--- config.mk ---
export PLATFORM = sky130hd
export DESIGN_NAME = rd_capture_top
export DESIGN_NICKNAME = d
export VERILOG_FILES = /design/src/rd_capture_pkg.sv /design/src/rd_capture_top.sv /design/src/apb_capture_regs.sv /design/src/rd_byte_lane.sv /design/src/dqs_delay_line.sv
export SDC_FILE = /design/constraint.sdc
export NUM_CORES = 1
export LEC_CHECK = 0
export CAP_MARGIN = 20
export CORE_ASPECT_RATIO = 2
export CORE_MARGIN = 2
export CORE_UTILIZATION = 55
export CTS_BUF_LIST = sky130_fd_sc_hd__clkbuf_2 sky130_fd_sc_hd__clkbuf_4 sky130_fd_sc_hd__clkbuf_8
export CTS_CLUSTER_DIAMETER = 80
export DETAILED_ROUTE_END_ITERATION = 10
export DONT_BUFFER_PORTS = 1
export HOLD_SLACK_MARGIN = 0.08
export PLACE_DENSITY = 0.7
export SETUP_SLACK_MARGIN = 0.3
export SYNTH_ARGS = -nofsm -noshare
export SYNTH_HDL_FRONTEND = slang
export SYNTH_SLANG_ARGS = --single-unit
export TNS_END_PERCENT = 10
--- constraint.sdc ---
create_clock -name dly_dqs_proc -period 2.3 [get_ports dly_dqs_proc]
set_input_delay 0.23 -clock dly_dqs_proc [delete_from_list [all_inputs] [get_ports dly_dqs_proc]]
set_output_delay 0.23 -clock dly_dqs_proc [all_outputs]
set_load 0.05 [all_outputs]
--- src/rd_capture_pkg.sv ---
`default_nettype none

package rd_capture_pkg;

  // DDR lane geometry
  localparam int LANE_W = 8;                 // One byte lane
  localparam int LANES  = 2;
  localparam int WORD_W = 2 * LANE_W;        // Rising and falling byte
  localparam int RD_W   = LANES * WORD_W;    // Interleaved read word

  // Capture bank and strobe delay
  localparam int BANK_DEPTH = 3;
  localparam int TAP_W      = 3;             // Taps 0 to 7
  localparam int CNT_W      = 8;

  // APB register map
  localparam int APB_AW = 4;

  localparam logic [APB_AW-1:0] CTRL_OFS = 4'h0;  // Bit 0 sample enable
  localparam logic [APB_AW-1:0] TAP_OFS  = 4'h4;  // Delay tap code
  localparam logic [APB_AW-1:0] STAT_OFS = 4'h8;  // Capture counts, read only

endpackage

`default_nettype wire
--- src/rd_capture_top.sv ---
`timescale 1ns/10ps
`default_nettype none

module rd_capture_top
  import rd_capture_pkg::*;
#(
  parameter int TAP_W      = rd_capture_pkg::TAP_W,
  parameter int BANK_DEPTH = rd_capture_pkg::BANK_DEPTH
) (
  input  wire                      dly_dqs_proc,
  input  wire                      hresetn,
  // APB slave
  input  wire                      psel,
  input  wire                      penable,
  input  wire                      pwrite,
  input  wire  [APB_AW-1:0]        paddr,
  input  wire  [31:0]              pwdata,
  output logic [31:0]              prdata,
  output logic                     pready,
  output logic                     pslverr,
  // DDR read side
  input  wire  [LANES-1:0]         s_dqs_rd,
  input  wire  [LANES*LANE_W-1:0]  s_data_rd,   // Lane 0 in the low byte
  input  wire                      s_rd_dqs_mask,
  // Controller strobes
  input  wire                      s_rd_start,
  input  wire                      s_rd_pop,
  input  wire                      s_rd_end,
  output logic [RD_W-1:0]          s_rd_data
);

  logic              sample_en;
  logic [TAP_W-1:0]  tap;
  logic [WORD_W-1:0] word0;
  logic [WORD_W-1:0] word1;
  logic [CNT_W-1:0]  cnt0;
  logic [CNT_W-1:0]  cnt1;

  apb_capture_regs i_regs (
    .dly_dqs_proc (dly_dqs_proc),
    .hresetn      (hresetn),
    .psel         (psel),
    .penable      (penable),
    .pwrite       (pwrite),
    .paddr        (paddr),
    .pwdata       (pwdata),
    .prdata       (prdata),
    .pready       (pready),
    .pslverr      (pslverr),
    .lane0_cnt    (cnt0),
    .lane1_cnt    (cnt1),
    .sample_en    (sample_en),
    .tap          (tap)
  );

  rd_byte_lane #(
    .TAP_W        (TAP_W),
    .BANK_DEPTH   (BANK_DEPTH)
  ) i_lane0 (
    .dly_dqs_proc (dly_dqs_proc),
    .hresetn      (hresetn),
    .dqs          (s_dqs_rd[0]),
    .mask         (s_rd_dqs_mask),
    .data         (s_data_rd[LANE_W-1:0]),
    .sample_en    (sample_en),
    .tap          (tap),
    .rd_start     (s_rd_start),
    .rd_pop       (s_rd_pop),
    .rd_end       (s_rd_end),
    .word         (word0),
    .capture_cnt  (cnt0)
  );

  rd_byte_lane #(
    .TAP_W        (TAP_W),
    .BANK_DEPTH   (BANK_DEPTH)
  ) i_lane1 (
    .dly_dqs_proc (dly_dqs_proc),
    .hresetn      (hresetn),
    .dqs          (s_dqs_rd[1]),
    .mask         (s_rd_dqs_mask),
    .data         (s_data_rd[2*LANE_W-1:LANE_W]),
    .sample_en    (sample_en),
    .tap          (tap),
    .rd_start     (s_rd_start),
    .rd_pop       (s_rd_pop),
    .rd_end       (s_rd_end),
    .word         (word1),
    .capture_cnt  (cnt1)
  );

  // High bytes in the upper half, low bytes in the lower half
  assign s_rd_data = {word1[WORD_W-1:LANE_W], word0[WORD_W-1:LANE_W],
                      word1[LANE_W-1:0], word0[LANE_W-1:0]};

endmodule

`default_nettype wire

--- src/apb_capture_regs.sv ---
`timescale 1ns/10ps
`default_nettype none

module apb_capture_regs
  import rd_capture_pkg::*;
(
  input  wire               dly_dqs_proc,
  input  wire               hresetn,
  input  wire               psel,
  input  wire               penable,
  input  wire               pwrite,
  input  wire  [APB_AW-1:0] paddr,
  input  wire  [31:0]       pwdata,
  output logic [31:0]       prdata,
  output logic              pready,
  output logic              pslverr,
  input  wire  [CNT_W-1:0]  lane0_cnt,
  input  wire  [CNT_W-1:0]  lane1_cnt,
  output logic              sample_en,
  output logic [TAP_W-1:0]  tap
);

  logic setup;
  logic addr_ok;
  logic wr_en;

  assign setup   = psel & ~penable;
  assign addr_ok = (paddr == CTRL_OFS) || (paddr == TAP_OFS) || (paddr == STAT_OFS);

  // Response flags are set up one cycle ahead, so they sit in the access phase
  always_ff @(posedge dly_dqs_proc or negedge hresetn)
  begin
    if (!hresetn)
    begin
      pready  <= 1'b0;
      pslverr <= 1'b0;
    end
    else
    begin
      pready  <= setup;
      pslverr <= setup & ~addr_ok;
    end
  end

  assign wr_en = psel & penable & pready & pwrite & addr_ok;

  always_ff @(posedge dly_dqs_proc or negedge hresetn)
  begin
    if (!hresetn)
    begin
      sample_en <= 1'b0;
      tap       <= '0;
    end
    else if (wr_en)
    begin
      if (paddr == CTRL_OFS)
        sample_en <= pwdata[0];
      if (paddr == TAP_OFS)
        tap <= pwdata[TAP_W-1:0];
    end
  end

  // Read data, zero outside a good access phase
  always_ff @(posedge dly_dqs_proc or negedge hresetn)
  begin
    if (!hresetn)
      prdata <= '0;
    else if (setup && !pwrite)
    begin
      case (paddr)
        CTRL_OFS: prdata <= {31'b0, sample_en};
        TAP_OFS:  prdata <= {{(32 - TAP_W){1'b0}}, tap};
        STAT_OFS: prdata <= {{(32 - 2 * CNT_W){1'b0}}, lane1_cnt, lane0_cnt};
        default:  prdata <= '0;
      endcase
    end
    else
      prdata <= '0;
  end

endmodule

`default_nettype wire

--- src/rd_byte_lane.sv ---
`timescale 1ns/10ps
`default_nettype none

module rd_byte_lane
  import rd_capture_pkg::*;
#(
  parameter int TAP_W      = rd_capture_pkg::TAP_W,
  parameter int BANK_DEPTH = rd_capture_pkg::BANK_DEPTH
) (
  input  wire               dly_dqs_proc,
  input  wire               hresetn,
  input  wire               dqs,
  input  wire               mask,
  input  wire  [LANE_W-1:0] data,
  input  wire               sample_en,
  input  wire  [TAP_W-1:0]  tap,
  input  wire               rd_start,
  input  wire               rd_pop,
  input  wire               rd_end,
  output logic [WORD_W-1:0] word,
  output logic [CNT_W-1:0]  capture_cnt
);

  localparam int PTR_W = $clog2(BANK_DEPTH);
  localparam logic [PTR_W-1:0] LAST = PTR_W'(BANK_DEPTH - 1);

  logic              dqs_dly;
  logic              mask_dly;
  logic              dqs_dly_q;     // Previous delayed strobe
  logic              edge_ok;
  logic              rise;
  logic              fall;
  logic [LANE_W-1:0] low_byte;      // Byte from the rising edge
  logic [PTR_W-1:0]  wr_ptr;
  logic [PTR_W-1:0]  rd_ptr;
  logic [WORD_W-1:0] bank [BANK_DEPTH];

  dqs_delay_line #(
    .TAP_W        (TAP_W)
  ) i_dqs_delay_line (
    .dly_dqs_proc (dly_dqs_proc),
    .hresetn      (hresetn),
    .dqs_in       (dqs),
    .mask_in      (mask),
    .tap          (tap),
    .dqs_out      (dqs_dly),
    .mask_out     (mask_dly)
  );

  always_ff @(posedge dly_dqs_proc or negedge hresetn)
  begin
    if (!hresetn)
      dqs_dly_q <= 1'b0;
    else
      dqs_dly_q <= dqs_dly;
  end

  // Only edges inside the read window count
  assign edge_ok = mask_dly & sample_en;
  assign rise    = edge_ok & dqs_dly & ~dqs_dly_q;
  assign fall    = edge_ok & ~dqs_dly & dqs_dly_q;

  always_ff @(posedge dly_dqs_proc)
  begin
    if (rise)
      low_byte <= data;
  end

  // Bank write side, rotating over the entries
  always_ff @(posedge dly_dqs_proc or negedge hresetn)
  begin
    if (!hresetn)
    begin
      wr_ptr      <= '0;
      capture_cnt <= '0;
      for (int i = 0; i < BANK_DEPTH; i++)
        bank[i] <= '0;
    end
    else if (rd_start)
    begin
      wr_ptr      <= '0;
      capture_cnt <= '0;
    end
    else if (fall)
    begin
      bank[wr_ptr] <= {data, low_byte};          // Falling byte on top
      wr_ptr       <= (wr_ptr == LAST) ? '0 : wr_ptr + 1'b1;
      capture_cnt  <= capture_cnt + 1'b1;        // Wraps at 255
    end
  end

  // Read pointer moved by the controller strobes
  always_ff @(posedge dly_dqs_proc or negedge hresetn)
  begin
    if (!hresetn)
      rd_ptr <= '0;
    else if (rd_start || rd_end)
      rd_ptr <= '0;
    else if (rd_pop)
      rd_ptr <= (rd_ptr == LAST) ? '0 : rd_ptr + 1'b1;
  end

  assign word = bank[rd_ptr];   // Same-cycle read select

endmodule

`default_nettype wire

--- src/dqs_delay_line.sv ---
`timescale 1ns/10ps
`default_nettype none

module dqs_delay_line #(
  parameter int TAP_W = 3
) (
  input  wire              dly_dqs_proc,
  input  wire              hresetn,
  input  wire              dqs_in,
  input  wire              mask_in,
  input  wire  [TAP_W-1:0] tap,
  output logic             dqs_out,
  output logic             mask_out
);

  localparam int STAGES = 2 ** TAP_W;

  logic                  dqs_in_q;
  logic                  mask_in_q;
  logic [2*STAGES-1:0]   chain;       // {mask, dqs} pairs, stage 0 at the bottom
  logic [2*STAGES-1:0]   chain_nxt;

  // Samples enter at the tap stage and walk down to stage 0,
  // so the tap in force at entry fixes their delay
  always_comb
  begin
    chain_nxt = {2'b00, chain[2*STAGES-1:2]};
    chain_nxt[2*tap +: 2] = {mask_in_q, dqs_in_q};
  end

  always_ff @(posedge dly_dqs_proc or negedge hresetn)
  begin
    if (!hresetn)
    begin
      dqs_in_q  <= 1'b0;
      mask_in_q <= 1'b0;
      chain     <= '0;
    end
    else
    begin
      dqs_in_q  <= dqs_in;     // Input sampling stage
      mask_in_q <= mask_in;
      chain     <= chain_nxt;
    end
  end

  assign dqs_out  = chain[0];
  assign mask_out = chain[1];

endmodule

`default_nettype wire

[Word level (Yosys, flattened, before mapping)]
Cells that the tools add are included.
Cells by class
  $add $sub $neg: 7
  magnitude comparators: 6
  equal/unequal tests: 6
  bitwise operators: 27
  reduce and logical (&&, ||, !) cells: 15
  shift operators: 3
  mux-type cells: 32
Operators with widths (count)
  $mux 16: 7
  $bwmux 48: 2
  $shiftx 2x34->16: 2
  $bmux 16 s2: 2
  $demux 16 s2: 2
  $pmux 16 s3: 1
  $neg 4->34: 1
  $shift 2x34->16 const A: 1
  $bwmux 16: 2
  $mux 8: 4
  $mux 2: 12
  $add 8x1->8 const B: 2
  $and 1x1->1: 16
  $ge 3x3->1 const B: 4
  $not 2->3: 4
  $add 2x1->2 const B: 4
  $eq 2x2->1 const B: 4
  $reduce_and 2->1: 4
  $not 1->1: 7
  $lt 3x1->1 const B: 2
  $reduce_bool 2->1: 3
  $eq 4x3->1 const B: 1
  $eq 4x4->1 const B: 1
  $logic_not 4->1: 1
  other kinds (3): 7
Word-level totals
  flip-flop bits (word level): 195
  bits of input ports: 63
  logic and storage cells: 122
  output and inout port bits: 66

[Logic depth before layout (Yosys ltp)]
Gate-level depths: netlist of the first run.
  word-level depth: 6
  depth in mapped cells: 7
  depth with buffers taken out: 6

[Modules after synthesis]
From an unflattened synthesis of the first run, not the netlist that was laid out.
Unflattened totals
  cell total of the unflattened synthesis: 636
  area, all modules: 8597.0 um^2
By module, submodules not included
  rd_byte_lane: seq. area each 1766.7 um^2, area an instance 3046.7 um^2, times used 2, cells each 225
  apb_capture_regs: seq. area each 550.5 um^2, area an instance 937.1 um^2, times used 1, cells each 77
  dqs_delay_line at i_lane1.i_dqs_delay_line: seq. area each 450.4 um^2, area an instance 794.5 um^2, times used 1, cells each 57
  dqs_delay_line at i_lane0.i_dqs_delay_line: seq. area each 450.4 um^2, area an instance 772.0 um^2, times used 1, cells each 52

[Worst setup path before layout of the first run]
No wires, ideal clock.
  path type: register -> output
  from: register i_lane0.rd_ptr[1]
  to: output port s_rd_data[16]
  path buffers: 2
  stages on the path, launching flop included: 5
  data required time: 2.070 ns
  setup slack: 0.051 ns
  arrival time: 2.019 ns
  cells stage by stage: dfrtp_1 buf_2 buf_2 mux2i_1 o21ai_0
On the way
  longest elaborated chain between the ends: 4
Ends and longest elaborated chain
  start: declaration: line rd_byte_lane.sv:35  | logic [PTR_W-1:0] rd_ptr;
  start signal: assignment: line rd_byte_lane.sv:100  | rd_ptr <= (rd_ptr == LAST) ? '0 : rd_ptr + 1'b1;
  $not 2->3 (implied by the code): line rd_byte_lane.sv:103  | assign word = bank[rd_ptr];
  $bmux 16 s2: line rd_byte_lane.sv:103
  $mux 16 (implied by the code) (2 in series): line rd_byte_lane.sv:103
  end: declaration: line rd_capture_top.sv:29  | output logic [RD_W-1:0] s_rd_data
No other way between the ends. The select of a mux whose other input is x is not followed.

[Worst setup path in the final report of the first run]
  from: input port psel
  to: register i_regs.prdata[0]
On the way
  longest elaborated chain between the ends: 3
Ends and longest elaborated chain
  start: declaration: line rd_capture_top.sv:13  | input wire psel,
  $and 1x1->1: line apb_capture_regs.sv:27  | assign setup = psel & ~penable;
  named net i_regs.setup: line apb_capture_regs.sv:23  | logic setup;
  $logic_and 1x1->1: line apb_capture_regs.sv:68  | else if (setup && !pwrite)
  $mux 16: line apb_capture_regs.sv:68
  end signal: assignment: line apb_capture_regs.sv:71  | CTRL_OFS: prdata <= {31'b0, sample_en};
  end signal: assignment: line apb_capture_regs.sv:72  | TAP_OFS: prdata <= {{(32 - TAP_W){1'b0}}, tap};
  end signal: assignment: line apb_capture_regs.sv:73  | STAT_OFS: prdata <= {{(32 - 2 * CNT_W){1'b0}}, lane1_cnt, lane0_cnt};
  end: declaration: line apb_capture_regs.sv:14  | output logic [31:0] prdata,
The timed path passes the listed nets, and every way through them passes these cells.
A chain may end at the register's enable or synchronous reset.

==> qor.yml, run 1 <==
status: "finished with violations"
violations: "negative hold slack"
rows: 63
yosysWarnings: 0
diodes: 0
async_reset_ff_frac: 0.914
max_slew_margin: 0.339
routabilityCongestion: 0.814
drv_cap: 0
dp_slack_ns: 0.304
switching_power_mw: 1.48
powerDensity_nw_per_um2: 629
synthSimpleGateAreaFrac: 0.107
clkPwrFrac: 0.355
synth_area_leader_cell: "dfrtp_1"
p_sw_frac: 0.238
ys_types: 41
crit_top_cell: "dlygate4sd3_1"
crit_buf_inv: 4
cts_root_buf: "clkbuf_8"
fin_tns_setup_ns: 0
drtAntennaViolNets: 0
clock_sinks: 187
wl_per_cell_um: 17.9
critPathCaptureType: "register"
dp_cells: 839
clock.fmax_mhz: 498
synth_fa_ha_area_frac: 0.0121
cp-start-kind: "primary input"
fin_cells: 915
yosysSeqAreaShare: 0.578
netlist_area_um2: 8240
rsz0062_at_grt: "true"
dp_hpwl_mm: 10.6
initial_core_util: 0.559
hold_class: "primary input to async pin"
avgSynthCellArea_um2: 13.3
drive_above_1_share: 0.307
path_cells: "dlygate4sd3_1 > nand2b_1 > dlygate4sd3_1 > inv_1 > nand3b_1 > nor2_1 > dlygate4sd3_1"
antenna_found_initial: 0
peakVddDrop_v: 0.000618
critPathArrivalTime_ns: 2.34
die_w_um: 90.6
multi_input_area_um2: 3240
final_max_slew_viol_count: 0
synth-seq-cells: 187
worst_hold_slack_ns: -0.536
hold_viol: 171
synth_area_leaders: "dfrtp_1 52%, mux2_2 12%, edfxtp_1 5.8%"
vias_per_cell: 5.57
required_ns: 2.64
grt_pass1_vias: 5453
die_area_um2: 16000
setup_viol: 0
drt_iter0_drc: 293
tightest_slew_ns: 0.988
synth_compound_area_frac: 0.0474
wirelength_mm: 16.4
cts_made_buffers: 17
core_um2: 14700
combPwrFrac: 0.095
pin_count: 129
fin_ws_ns: 0.293
cts_buffer_depth: 2
p_int_mw: 4.75
overflow: 0
synth_most_common_cell: "dfrtp_1"
h-tree-depth: 4
synth_edf_count: 16
synth_mux_area_frac: 0.214
dr.pass1.iters: 4
skew_ns: 0.0114
crit_type: "primary input to register"
ff_latch_area_um2: 4770
r2r_setup_slack_ns: 0.33
netlist.area_leader.share: 0.519
synthTopCellsByCount: "171 x dfrtp_1, 91 x mux2_2, 45 x nand2_1"
synth_top_family_by_area: "multiplexers"
cts_tree: "yes"
synth-main-ff-cell: "dfrtp_1"
grt_pass1_wl_mm: 27.2
critPathMaxFanout: 6
seqPwrFrac: 0.550
clk_latency_ns: 0.46
die_h_um: 177
finish.net_count: 778
fill_cells: 1070
io_buffers: 0
ctsHoldBuffers: 37
finalCritPeriodShare: 0.872
cp_slowest_cell: "dlygate4sd3_1"
track_usage: 0.215
path_clk_slew_ns: 0.09
synth_cells: 620
synthXorXnorAreaFrac: 0.00213
slowest_delay_ns: 0.58
drc: 0
path_delay_family: "buffers and inverters"
grt_max_degree: 172
fin_crit_ns: 2.01
route.vias.total: 5096
leakage_nw: 4.45
areaGrowthSynthToFinish_pct: 20.3
[registers in the layout, summed over array words and instances, names as in the netlist, 2 cells and up]
signal and flops:
i_lane0.i_dqs_delay_line.chain 9, i_lane0.low_byte 8, i_regs.tap 3, i_lane0.wr_ptr 2, i_lane1.rd_ptr 2, i_lane0.bank 48, i_lane1.bank 48, i_lane1.low_byte 8
i_lane1.wr_ptr 2, i_lane0.rd_ptr 2, i_regs.prdata 16, i_lane1.capture_cnt 8, i_lane1.i_dqs_delay_line.chain 15, i_lane0.capture_cnt 8
[through the flow]
| step | utilization | power, mW | cell area (µm²) | hold slack (ns) |
|---|---|---|---|---|
| after floorplan | - | 3.84 | 8300 | -0.0656 |
| after global placement | 0.613 | 3.99 | 9030 | -0.0617 |
| after detailed placement | 0.613 | 4.00 | 9030 | -0.0601 |
| after CTS | 0.668 | 6.29 | 9840 | -0.565 |
| after global routing | 0.672 | 6.47 | 9910 | -0.568 |
| final | 0.672 | 6.23 | 9910 | -0.536 |
[path summary, 6_finish.rpt]
check,from,endpoint,cells past startpoint
min reg2reg,i_lane0.i_dqs_delay_line.chain[0],i_lane0.dqs_dly_q,0
max reg2reg,i_regs.tap[0],i_lane1.i_dqs_delay_line.chain[13],5
min in group dly_dqs_proc,paddr[0],i_regs.prdata[4],3
max in group asynchronous,hresetn,i_lane1.capture_cnt[6],0
min,hresetn,i_regs.prdata[10],0
max,psel,i_regs.prdata[0],7
[power by group through the flow]
stage	clock (mW)	combinational, mW	sequential, mW
after floorplan	0	0.359	3.48
after global placement	0	0.497	3.49
after detailed placement	0	0.505	3.50
after CTS	2.28	0.584	3.43
after global routing	2.41	0.625	3.44
final	2.21	0.594	3.43
[cell families after synthesis]
family                   count (synthesis)
AND/OR/NAND/NOR                        142
flip-flops                             187
other                                    1
XOR/XNOR                                 2
AO/OA/AOI/OAI                           71
adder cells (fa/ha/maj)                  8
multiplexers                           154
buffers and inverters                   55
[per-layer routing]
metal / part of all wire / global-route usage / vias to the layer above
li1: - / - / 2345
met1: 0.39 / 0.244 / 2626
met2: 0.57 / 0.398 / 104
met3: 0.028 / 0.0396 / 21
met4: 0.017 / 0.0769 / 0
met5: 0 / 0 / -
[timing repair]
| item | in CTS | in global routing |
|---|---|---|
| gates resized for setup | 6 | 7 |
| endpoints found under the hold margin | 284 | 171 |
| gates cloned | 0 | 1 |
| endpoints found under the setup margin | 33 | 45 |
| buffers inserted | 1 | 4 |
| pin swaps | 0 | 0 |
[worst register-to-register path, delay by kind of cell (launching register included)]
kind	cells	cell delay (ns)
multiplexers	1	0.39
flip-flops	1	0.36
AND/OR/NAND/NOR	1	0.44
buffers and inverters	1	0.06
adder cells (fa/ha/maj)	2	0.63
[area by class of cell]
cell class / count / share of cell area
sequential: 187 / 0.481
inverter: 13 / 0.00492
timing repair buffer: 95 / 0.122
multi-input combinational: 393 / 0.327
clock buffer: 20 / 0.0259
clock inverter: 12 / 0.0150
tap: 195 / 0.0246
[placed cells by master (no fill, tap or decap), drive strengths merged, types with 7 or more instances in the layout]
cell type / instances
mux2: 117
o21ai: 38
dlygate4sd3: 37
clkinv: 8
nor4b: 9
o31ai: 9
a21oi: 20
clkbuf: 21
inv: 13
ha: 8
and2: 10
conb: 16
nand2: 45
nor3: 9
nor2: 18
edfxtp: 16
or3: 7
mux2i: 37
dfrtp: 171
buf: 57
No activity file was read; power rests on OpenSTA's default activity.
==> inputs of run 2 (changes only) <==
CORE_ASPECT_RATIO = 1.5   (was 2)
==> qor.yml, run 2 (synthesis results as in run 1) <==
leakage_nw: 4.44
final_cell_mix: "170 x dfrtp_1, 91 x mux2_2, 45 x nand2_1, 37 x mux2i_1, 34 x dlygate4sd3_1"
initial_core_util: 0.565
clock_sinks: 187
cp-start-kind: "register"
drt_iter0_drc: 246
use_met1: 0.271
powerDensity_nw_per_um2: 631
clk_latency_ns: 0.46
busiest_layer: "met2"
path_clk_slew_ns: 0.10
route.vias.total: 5089
hold_class: "primary input to async pin"
die_w_um: 104
max_slew_margin: 0.315
use_met3: 0.0623
dp_hpwl_mm: 11.0
pin_count: 129
switching_power_mw: 1.55
cts_tree: "yes"
drtAntennaViolNets: 0
ctsHoldBuffers: 34
cts_buffer_depth: 2
finish.net_count: 774
grt_pass1_vias: 5578
wirelength_mm: 17.3
routabilityCongestion: 0.843
rows: 54
p_int_mw: 4.71
critPathArrivalTime_ns: 1.72
drive_above_1_share: 0.314
required_ns: 2.07
cts_made_buffers: 17
worst_hold_slack_ns: -0.556
areaGrowthSynthToFinish_pct: 20.2
overflow: 0
status: "finished with violations"
top_regs: "i_lane0.bank (48), i_lane1.bank (48), i_regs.prdata (16)"
seqPwrFrac: 0.547
cts_root_buf: "clkbuf_8"
p_sw_frac: 0.248
fin_tns_setup_ns: 0
hold_viol: 171
crit_type: "register to output port"
h-tree-depth: 4
mostFrequentLayoutCell: "dfrtp_1"
core_um2: 14600
fin_crit_ns: 1.95
drc: 0
clock.fmax_mhz: 514
fin_util: 0.679
fin_ws_ns: 0.354
critPathCaptureType: "output port"
grt_max_degree: 172
setup_viol: 0
peakVddDrop_v: 0.000586
critPathMaxFanout: 11
dr.pass1.iters: 4
tightest_slew_ns: 1.01
final_max_slew_viol_count: 0
antenna_found_initial: 1
met2_usage: 0.403
reg2reg_depth: 4
skew_ns: 0.0136
vias_per_cell: 5.57
dp_slack_ns: 0.315
finalCritPeriodShare: 0.846
rsz0062_at_grt: "true"
track_usage: 0.227
clkPwrFrac: 0.357
die_h_um: 154
combPwrFrac: 0.096
drv_cap: 0
io_buffers: 0
grt_pass1_wl_mm: 28.6
violations: "negative hold slack"
wl_per_cell_um: 19.0
die_area_um2: 16000
## run 2: changes by cell type in the layout (fill, tap and decap cells not counted), sizes merged
cell / change
inv: +7
dlygate4sd3: -3
bufinv: -1
clkinv: -7
diode: +1
## run 2: worst paths after layout
path,start,to,slack [ns]
setup / recovery,i_lane0.rd_ptr[1],s_rd_data[18],0.35
hold / removal,hresetn,i_regs.prdata[13],-0.56
setup reg to reg,i_regs.pready,i_regs.sample_en,0.38
hold reg to reg,i_lane0.i_dqs_delay_line.chain[0],i_lane0.dqs_dly_q,0.40
max in group asynchronous,hresetn,i_lane1.rd_ptr[0],2.57
min in group dly_dqs_proc,paddr[2],i_regs.prdata[11],0.10
## run 2: critical path: stages, from the launching register on
cell and delay, ns:
dfrtp_1 0.38, buf_6 0.16, nor2b_4 0.15, buf_6 0.16, nand2_1 0.07, o21ai_1 0.15
buf_12 0.18
## run 2: cell type report
type                       instances  area (µm²)
multi-input combinational        393        3270
clock buffer                      21         277
inverter                          13        48.8
antenna                            1        2.50
clock inverter                    11         129
fill                            1050        4690
timing repair buffer              91        1170
tap                              196         245
sequential                       187        4760
## run 2: what timing repair did
item                                    4_1_cts  5_1_grt
setup buffers                                 0        0
pin swaps                                     0        1
gates cloned                                  1        1
endpoints found under the hold margin       283      171
gates resized for setup                       8       19
endpoints found under the setup margin       30       47
## run 2: power by group through the flow
stage	clock network (mW)	logic [mW]	registers, mW
4_1_cts	2.27	0.586	3.42
5_1_grt	2.40	0.630	3.43
2_1_floorplan	0	0.359	3.48
3_5_place_dp	0	0.512	3.49
6_report	2.23	0.599	3.42
3_3_place_gp	0	0.505	3.48
## run 2: stage by stage
step                      instances  hold WS, ns  cell area, µm²  power (mW)
after floorplan                 635      -0.0656            8300        3.84
after global placement          844      -0.0609            9050        3.99
after detailed placement        844      -0.0621            9050        4.00
after CTS                       911       -0.575            9830        6.28
after global routing            913       -0.589            9910        6.46
final                           913       -0.556            9910        6.26
## run 2: routing by layer
| layer | wire length, µm | vias to the layer above |
|---|---|---|
| li1 | - | 2326 |
| met1 | 7040 | 2614 |
| met2 | 9230 | 128 |
| met3 | 816 | 21 |
| met4 | 240 | 0 |
| met5 | 0 | - |
